===== src/source/booth_arith_pkg.sv =====
package booth_arith_pkg;

	//////////////////////////////////////////////////
	// Word sizes
	//////////////////////////////////////////////////

	localparam int OPERAND_WIDTH = 8;

	// One operand, also the accumulator word
	typedef logic signed [OPERAND_WIDTH-1:0] operand_t;

	// Accumulator on top, multiplier register below
	typedef logic signed [2*OPERAND_WIDTH-1:0] product_t;

	//////////////////////////////////////////////////
	// Booth recoding
	//////////////////////////////////////////////////

	// From {q[0], q_prev}: 10 subtracts, 01 adds, 00 and 11 pass
	typedef enum logic [1:0] {
		op_none,
		op_add,
		op_sub
	} booth_op_t;

endpackage

===== src/source/booth_pipe_pkg.sv =====
package booth_pipe_pkg;

	import booth_arith_pkg::*;

	//////////////////////////////////////////////////
	// Work in flight between pipeline stages
	//////////////////////////////////////////////////

	typedef struct packed {
		logic valid;
		// High half of the partial product
		operand_t acc;
		// Multiplier bits still to recode, low half of the product
		operand_t mult_q;
		// Low bit shifted out by the previous step
		logic q_prev;
		operand_t multiplicand;
		// Two's complement of the multiplicand, used on subtract
		operand_t multiplicand_neg;
	} booth_stage_t;

endpackage


===== src/source/booth_multiplier.sv =====
`timescale 1ns/1ns

module booth_multiplier
	import booth_arith_pkg::*, booth_pipe_pkg::*;
#(
	parameter int STEPS_PER_STAGE = 2
) (
	input logic clk,
	input logic reset,
	input logic start,
	input operand_t a,
	input operand_t b,
	output logic done,
	output product_t product
);

	localparam int NUM_STAGES = OPERAND_WIDTH / STEPS_PER_STAGE;

	// Steps must split evenly over the stages
	if (STEPS_PER_STAGE < 1 || OPERAND_WIDTH % STEPS_PER_STAGE != 0) begin : g_param_check
		$error("STEPS_PER_STAGE must divide OPERAND_WIDTH");
	end

	// chain[0] from the operand stage, chain[NUM_STAGES] holds the result
	booth_stage_t chain [NUM_STAGES+1];

	//////////////////////////////////////////////////
	// Operand capture
	//////////////////////////////////////////////////

	booth_operand_stage operand_stage_inst (
		.clk(clk),
		.reset(reset),
		.start(start),
		.a(a),
		.b(b),
		.stage_out(chain[0])
	);

	//////////////////////////////////////////////////
	// Booth stage chain
	//////////////////////////////////////////////////

	for (genvar s = 0; s < NUM_STAGES; s++) begin : g_stage
		booth_stage #(
			.STEPS_PER_STAGE(STEPS_PER_STAGE)
		) booth_stage_inst (
			.clk(clk),
			.reset(reset),
			.stage_in(chain[s]),
			.stage_out(chain[s+1])
		);
	end

	// Product is the accumulator over the shifted-out multiplier
	assign product = {chain[NUM_STAGES].acc, chain[NUM_STAGES].mult_q};
	assign done = chain[NUM_STAGES].valid;

endmodule


===== src/source/booth_stage.sv =====
`timescale 1ns/1ns

module booth_stage
	import booth_arith_pkg::*, booth_pipe_pkg::*;
#(
	parameter int STEPS_PER_STAGE = 2
) (
	input logic clk,
	input logic reset,
	input booth_stage_t stage_in,
	output booth_stage_t stage_out
);

	// step[0] is the stage input, step[i+1] the record after step i
	booth_stage_t step [STEPS_PER_STAGE+1];

	assign step[0] = stage_in;

	//////////////////////////////////////////////////
	// Booth steps, add or subtract then shift
	//////////////////////////////////////////////////

	for (genvar i = 0; i < STEPS_PER_STAGE; i++) begin : g_step
		booth_op_t op;
		operand_t addend;
		logic addend_sign;
		operand_t acc_sum;
		logic sum_sign;
		booth_stage_t stepped;

		// Recode on the low multiplier bit and the bit before it
		always_comb begin
			case ({step[i].mult_q[0], step[i].q_prev})
				2'b10: op = op_sub;
				2'b01: op = op_add;
				default: op = op_none;
			endcase
		end

		always_comb begin
			case (op)
				op_sub: begin
					addend = step[i].multiplicand_neg;
					// Negated -2**(W-1) is +2**(W-1) despite its top bit
					addend_sign = step[i].multiplicand_neg[OPERAND_WIDTH-1]
						& ~step[i].multiplicand[OPERAND_WIDTH-1];
				end
				op_add: begin
					addend = step[i].multiplicand;
					addend_sign = step[i].multiplicand[OPERAND_WIDTH-1];
				end
				default: begin
					addend = '0;
					addend_sign = 1'b0;
				end
			endcase
		end

		ripple_carry_adder acc_adder_inst (
			.a(step[i].acc),
			.b(addend),
			.sum(acc_sum)
		);

		// Sign of the sum one bit wider than the accumulator
		assign sum_sign = (step[i].acc[OPERAND_WIDTH-1] == addend_sign) ?
			addend_sign : acc_sum[OPERAND_WIDTH-1];

		// Arithmetic shift of {acc, mult_q} by one, low bit goes to q_prev
		always_comb begin
			stepped = step[i];
			stepped.acc = {sum_sign, acc_sum[OPERAND_WIDTH-1:1]};
			stepped.mult_q = {acc_sum[0], step[i].mult_q[OPERAND_WIDTH-1:1]};
			stepped.q_prev = step[i].mult_q[0];
		end

		assign step[i+1] = stepped;
	end

	//////////////////////////////////////////////////
	// Pipeline register
	//////////////////////////////////////////////////

	always_ff @(posedge clk) begin
		stage_out <= step[STEPS_PER_STAGE];
		if (reset) begin
			stage_out.valid <= 1'b0;
		end
	end

	// No item is lost and the accumulator stays within +-2**(W-2)
	valid_passes: assert property (
		@(posedge clk) disable iff (reset)
		stage_in.valid |=> stage_out.valid
			&& $signed(stage_out.acc) >= -(2 ** (OPERAND_WIDTH - 2))
			&& $signed(stage_out.acc) <= 2 ** (OPERAND_WIDTH - 2)
	);

endmodule


===== src/source/booth_operand_stage.sv =====
`timescale 1ns/1ns

module booth_operand_stage
	import booth_arith_pkg::*, booth_pipe_pkg::*;
(
	input logic clk,
	input logic reset,
	input logic start,
	input operand_t a,
	input operand_t b,
	output booth_stage_t stage_out
);

	operand_t a_inv;
	operand_t a_neg;

	//////////////////////////////////////////////////
	// Negated multiplicand, invert and add one
	//////////////////////////////////////////////////

	assign a_inv = ~a;

	ripple_carry_adder negate_inst (
		.a(a_inv),
		.b(operand_t'(1)),
		.sum(a_neg)
	);

	//////////////////////////////////////////////////
	// Operand register
	//////////////////////////////////////////////////

	always_ff @(posedge clk) begin
		if (start) begin
			stage_out.acc <= '0;
			stage_out.mult_q <= b;
			stage_out.q_prev <= 1'b0;
			stage_out.multiplicand <= a;
			stage_out.multiplicand_neg <= a_neg;
		end

		// One valid cycle per start
		if (reset) begin
			stage_out.valid <= 1'b0;
		end else begin
			stage_out.valid <= start;
		end
	end

	// Each start becomes a valid record one cycle later with a true negation
	valid_follows_start: assert property (
		@(posedge clk) disable iff (reset)
		start |=> stage_out.valid
			&& operand_t'(stage_out.multiplicand + stage_out.multiplicand_neg) == '0
	);

endmodule


===== src/source/ripple_carry_adder.sv =====
`timescale 1ns/1ns

module ripple_carry_adder
	import booth_arith_pkg::*;
(
	input operand_t a,
	input operand_t b,
	output operand_t sum
);

	// Carry into each bit position
	logic [OPERAND_WIDTH-1:0] carry;

	assign carry[0] = 1'b0;

	//////////////////////////////////////////////////
	// Full-adder cells
	//////////////////////////////////////////////////

	for (genvar i = 0; i < OPERAND_WIDTH; i++) begin : g_cell
		assign sum[i] = a[i] ^ b[i] ^ carry[i];

		// Carry out of the top cell is dropped
		if (i < OPERAND_WIDTH - 1) begin : g_carry
			assign carry[i+1] = (a[i] & b[i]) | (a[i] & carry[i]) | (b[i] & carry[i]);
		end
	end

endmodule


===== config.mk =====
export PLATFORM = sky130hd
export DESIGN_NAME = booth_multiplier
export DESIGN_NICKNAME = d
export VERILOG_FILES = /design/src/source/booth_arith_pkg.sv /design/src/source/booth_pipe_pkg.sv /design/src/source/booth_multiplier.sv /design/src/source/booth_stage.sv /design/src/source/booth_operand_stage.sv /design/src/source/ripple_carry_adder.sv
export SDC_FILE = /design/constraint.sdc
export NUM_CORES = 1
export LEC_CHECK = 0
export BUFFER_PORTS_ARGS = -buffer_cell sky130_fd_sc_hd__buf_2
export CORE_MARGIN = 1
export CORE_UTILIZATION = 40
export CTS_CLUSTER_DIAMETER = 120
export CTS_CLUSTER_SIZE = 25
export DETAILED_ROUTE_END_ITERATION = 8
export GPL_TIMING_DRIVEN = 0
export PLACE_DENSITY_LB_ADDON = 0.3
export SETUP_SLACK_MARGIN = 0.1
export SLEW_MARGIN = 20
export SYNTH_ARGS = -nofsm -noshare
export SYNTH_HDL_FRONTEND = slang
export SYNTH_SLANG_ARGS = --single-unit

===== constraint.sdc =====
create_clock -name clk -period 5.66 [get_ports clk]
set_input_delay 0.283 -clock clk [delete_from_list [all_inputs] [get_ports clk]]
set_output_delay 0.283 -clock clk [all_outputs]
set_load 0.05 [all_outputs]

======== Word-level counts from Yosys, hierarchy flattened ========
Index checks and enable logic that the tools add are counted.
Widths: inputs -> output; s select.
storage, ports and cells
  bits in registers ....................... 144
  bits in latches ......................... 0
  bits in writable memories ............... 0
  ROM bits ................................ 0
  input port bits ......................... 19
  output and inout bits ................... 17
  logic and storage cells ................. 439
  memories kept ........................... 0
cells by class
  $add $sub $neg .......................... 0
  multiply operators ...................... 0
  div/mod/pow operators ................... 0
  $lt $le $gt $ge ......................... 0
  equality and inequality tests ........... 37
  shift operators ......................... 0
  mux-type cells .......................... 32
  bitwise operators ....................... 345
  reductions and logical operators ........ 0
operator list
  cell                number
  $and 1x1->1         143
  $pmux 8 s2          8
  $xor 1x1->1         112
  $or 1x1->1          84
  $eq 2x1->1 const B  15
  $eq 2x2->1 const B  15
  $pmux 2 s2          7
  $pmux 1 s2          8
  $mux 1              8
  $not 8->8           1
  $eq 1x1->1          7
  $not 1->1           5
  $mux 2              1

======== Depth between registers and ports, before layout ========
  word-level depth ........................ 29
  mapped depth ............................ 20
  depth with buffers taken out ............ 19

======== Hierarchy ========
A second synthesis with hierarchy kept.
unflattened totals
  cell total of the unflattened synthesis .. 465
  area total of the unflattened synthesis .. 6406.1 um^2
by module, submodules not included
  module               instances  cells each  area each (um^2)  seq. area each (um^2)
  booth_stage          4          87          1034.7            680.7
  ripple_carry_adder   9          8           156.4             0.0
  booth_operand_stage  1          45          859.6             740.7

======== Least setup slack after synthesis ========
OpenSTA, ideal clock, no wires.
  path type ............................... register -> register
  start ................................... register g_stage[0].booth_stage_inst.stage_out[16] (netlist bit)
  end ..................................... register g_stage[1].booth_stage_inst.stage_out[32] (netlist bit)
  setup time .............................. 129 ps
  data arrival time ....................... 4742 ps
  data required time ...................... 5531 ps
  path slack .............................. 789 ps
  stages on the path, launching flop included .. 17
  buffers on the path ..................... 0
  period minus slack after synthesis ...... 4871 ps
  cell sequence ........................... dfxtp_1 inv_1 ha_1 nor3b_1 ha_1 inv_1 fa_1 fa_1 fa_1 fa_1 fa_1 fa_1 xor2_1 xnor2_1 fa_1 xor2_1 o32ai_1
between the ends
  word-level cells in the longest chain between the ends .. 29
  elaborated cells on any way between the ends .. 89
  those cells by class .................... eq/ne (6); mux (5); bitwise (78)
ends and longest elaborated chain
  item                                                line                                                source
  start, declared                                     booth_stage.sv:11                                   output booth_stage_t stage_out
  start signal, assigned                              booth_stage.sv:85                                   stage_out <= step[STEPS_PER_STAGE];
  $eq 2x1->1 / $eq 2x2->1 (equally long branches)     booth_stage.sv:33                                   case ({step[i].mult_q[0], step[i].q_prev})
  $pmux 2 s2 (*)                                      booth_stage.sv:33
  $eq 2x1->1 / $eq 2x2->1 (equally long branches)     booth_stage.sv:41                                   case (op)
  $pmux 8 s2                                          booth_stage.sv:41
  $and 1x1->1 (2 in a row)                            ripple_carry_adder.sv:25                            assign carry[i+1] = (a[i] & b[i]) | (a[i] & carry[i]) | (b[i] & carry[i]);
  $or 1x1->1 (2 in a row)                             ripple_carry_adder.sv:25
  $and 1x1->1 / $xor 1x1->1 (equally long branches)   ripple_carry_adder.sv:25, ripple_carry_adder.sv:21
  $or 1x1->1 / $and 1x1->1 (equally long branches)    ripple_carry_adder.sv:25
  [11 not listed]                                     n/a
  $or 1x1->1 / $and 1x1->1 (equally long branches)    ripple_carry_adder.sv:25
  $or 1x1->1                                          ripple_carry_adder.sv:25
  $xor 1x1->1 / $or 1x1->1 (equally long branches)    ripple_carry_adder.sv:21, ripple_carry_adder.sv:25
  $and 1x1->1                                         ripple_carry_adder.sv:25
  $or 1x1->1 (2 in a row)                             ripple_carry_adder.sv:25
  $xor 1x1->1                                         ripple_carry_adder.sv:21                            assign sum[i] = a[i] ^ b[i] ^ carry[i];
  $mux 1 (*)                                          booth_stage.sv:66                                   assign sum_sign = (step[i].acc[OPERAND_WIDTH-1] == addend_sign) ?
  via g_stage[1].booth_stage_inst.g_step[1].sum_sign  booth_stage.sv:28                                   logic sum_sign;
  end signal, assigned                                booth_stage.sv:85
  end, declared                                       booth_stage.sv:11
The timed path passes the listed nets; every way through them passes the cells marked *.
A chain may end at the register's enable or synchronous reset.

======== Final worst setup path ========
Ends and elaborated chain as after synthesis.

==> out/metrics.cfg <==
[status]
status = complete, no violations

[routing]
antenna_left = 0
drc = 0
wl_per_cell_um = 11.1
drtPass1Iterations = 5
first_iter_violations = 143
finalWirelength_um = 8010
routed_via_density = 4.48
vias = 3239

[yosys]
synth_area_leaders = dfxtp_1 40%, fa_1 15%, edfxtp_1 12%, a22oi_1 6.0%, ha_1 5.8%
ys_ff_latch = 140
synth_area_leader_cell = dfxtp_1
ys_seq_area_frac = 0.523
syn-cell-area_um2 = 5800
synth.distinct_cells = 26
syn_inst = 476
synth_edf_count = 23
async_reset_ff_frac = 0
synth_nets = 564
avgSynthCellArea_um2 = 12.2
synth_top_area_share = 0.404
synth_flop_cell = dfxtp_1
ys_warn_count = 0

[global_route]
antenna_found_initial = 0
overflow = 0
grt_pass1_vias = 3215
grt_start_max_net_pins = 25
grt_pass1_wl_um = 14300
grt_usage = 0.125

[final_layout]
fin_util = 0.489
fin_area_um2 = 6840
area_growth_pct = 17.9
antenna_cells = 0
finalNetCount = 618
drive_gt1_frac = 0.241
nFillCells = 1275
fin_cells = 723

[timing]
min_period_over_period = 0.914
slew_headroom = 0.663
hold_violations = 0
fin_tns_setup_ps = 0
setup_viol = 0
grt_setup_unrepaired = false
finalClockSkew_ps = 7.64
slew_violations = 0
worstMarginPinSlew_ps = 505
max_freq_ghz = 0.193
fin_crit_ps = 5170
fin_hold_ws_ps = 46.8

[placement]
placed_area_um2 = 6200
port-buffer-count = 35
dp_hpwl_um = 6230
gp_congestion = 0.809
dp_cells = 691

[cts]
cts_htree_levels = 4
cts_buffer_depth = 2
clk_latency_ps = 410
clkTransAtPathRegs_ps = 60
cts_hold_buf = 0
post_cts_resized = 0
post_cts_buffers = 0
cts_root_buffer = clkbuf_16
clock_sinks = 140
cts_tree = yes
numCtsBuffers = 17

[worst_setup_path]
endpoint_kind = flip-flop
reg2reg_depth = 16
crit_required_ps = 5940
cp.arrival_ps = 5450
crit_start = g_stage[0].booth_stage_inst.stage_out[16]
regToRegSetupSlack_ps = 490
worstSetupPathType = flip-flop to flip-flop
r2r-end = g_stage[1].booth_stage_inst.stage_out[32]
critPathMaxFanout = 9
crit_end = g_stage[1].booth_stage_inst.stage_out[32]
worst_setup_path_start_kind = flip-flop
r2r_start = g_stage[0].booth_stage_inst.stage_out[16]

[floorplan]
die_h_um = 122
pin_count = 36
row_count = 43
coreArea_um2 = 14000
die_area_um2 = 15000
die_w_um = 122
start_util = 0.414

[power]
p_per_area_nw_per_um2 = 476
p_leak_nw = 2.95
vdd_drop_max_uv = 228

[worst_hold_path]
hold_class = input port to flip-flop

[run]
cap_violations = 0

## worst max-delay path, stage by stage (launching register included)
cell	delay, ps
dfxtp_1	330
inv_1	50
ha_1	390
nor3b_1	250
ha_1	180
inv_1	50
fa_1	420
fa_1	430
fa_1	430
fa_1	430
fa_1	440
fa_1	480
xor2_1	200
xnor2_1	150
fa_1	470
xor2_1	240
o32ai_1	110
## Yosys cell counts, drive strengths merged (4+ instances only)
cell and n:
dfxtp 117, inv 67, a22oi 49, fa 42
or2 33, buf 30, ha 27, edfxtp 23
nor2 22, xnor2 9, and2 7, nand2 7
nor3b 7, nor2b 6, xor2 6, o21ai 4
## worst min-delay path by stage
stage,start,end,slack (ps),depth (start not counted)
2_1_floorplan,g_stage[0].booth_stage_inst.stage_out[19],g_stage[1].booth_stage_inst.stage_out[17],310,0
3_3_place_gp,g_stage[1].booth_stage_inst.stage_out[22],g_stage[2].booth_stage_inst.stage_out[20],310,0
3_5_place_dp,g_stage[1].booth_stage_inst.stage_out[23],g_stage[2].booth_stage_inst.stage_out[21],310,0
4_1_cts,b[0],operand_stage_inst.stage_out[17],20,1
5_1_grt,b[0],operand_stage_inst.stage_out[17],30,1
6_report,b[0],operand_stage_inst.stage_out[17],50,1
## layout make-up
class	instances	area, µm²	share of cell area
buffer	31	211	0.0309
clock buffer	23	510	0.0747
clock inverter	9	129	0.0189
inverter	67	251	0.0368
multi-input combinational	238	2300	0.337
sequential	140	3030	0.444
tap	180	225	0.0329
timing repair buffer	35	175	0.0256
## logic make-up (layout without fill, tap and decap cells)
kind of cell    Yosys count  in the layout  share of synthesized area
fa+ha+maj                69             69                      0.203
xor+xnor                 15             15                     0.0227
buf+inv                  98            165                     0.0799
flops                   140            140                      0.523
compound gates           63             63                     0.0818
simple gates             88             88                     0.0840
mux                       3              3                    0.00518
## through the flow
step           total power, W  setup WS, ps
2_1_floorplan         0.00197           789
3_3_place_gp          0.00212           516
3_5_place_dp          0.00214           495
4_1_cts               0.00331           441
5_1_grt               0.00346           215
6_report              0.00325           488
## registers in the layout, summed over array words and instances (netlist names)
name,cells
g_stage.booth_stage_inst.stage_out,116
operand_stage_inst.stage_out,24
## power breakdown
group | internal, W | switching [W]
Sequential | 0.00122 | 0.0000701
Combinational | 0.000325 | 0.000480
Clock | 0.000769 | 0.000389
## layer usage
| metal | vias up | track usage | share of wire |
|---|---|---|---|
| li1 | 1633 | - | - |
| met1 | 1530 | 0.136 | 0.43 |
| met2 | 63 | 0.218 | 0.52 |
| met3 | 13 | 0.0362 | 0.033 |
| met4 | 0 | 0.0663 | 0.019 |
| met5 | - | 0 | 0 |
## cell usage in the layout (no fill, tap or decap), drive strengths merged
cell type	netlist	layout
fa	42	42
o21a	3	3
and2	7	7
nand3b	3	3
xnor2	9	9
a21oi	3	3
mux2i	3	3
clkinvlp	0	1
xor2	6	6
nand2	7	7
or2	33	33
nor3b	7	7
nor2	22	22
nor2b	6	6
a22oi	49	49
clkinv	0	3
ha	27	27
nand3	3	3
edfxtp	23	23
inv	67	69
dfxtp	117	117
o31ai	1	1
clkbuf	1	24
o32ai	3	3
o21ai	4	4
bufinv	0	3
buf	30	65
No activity file was read; power rests on OpenSTA's default activity.
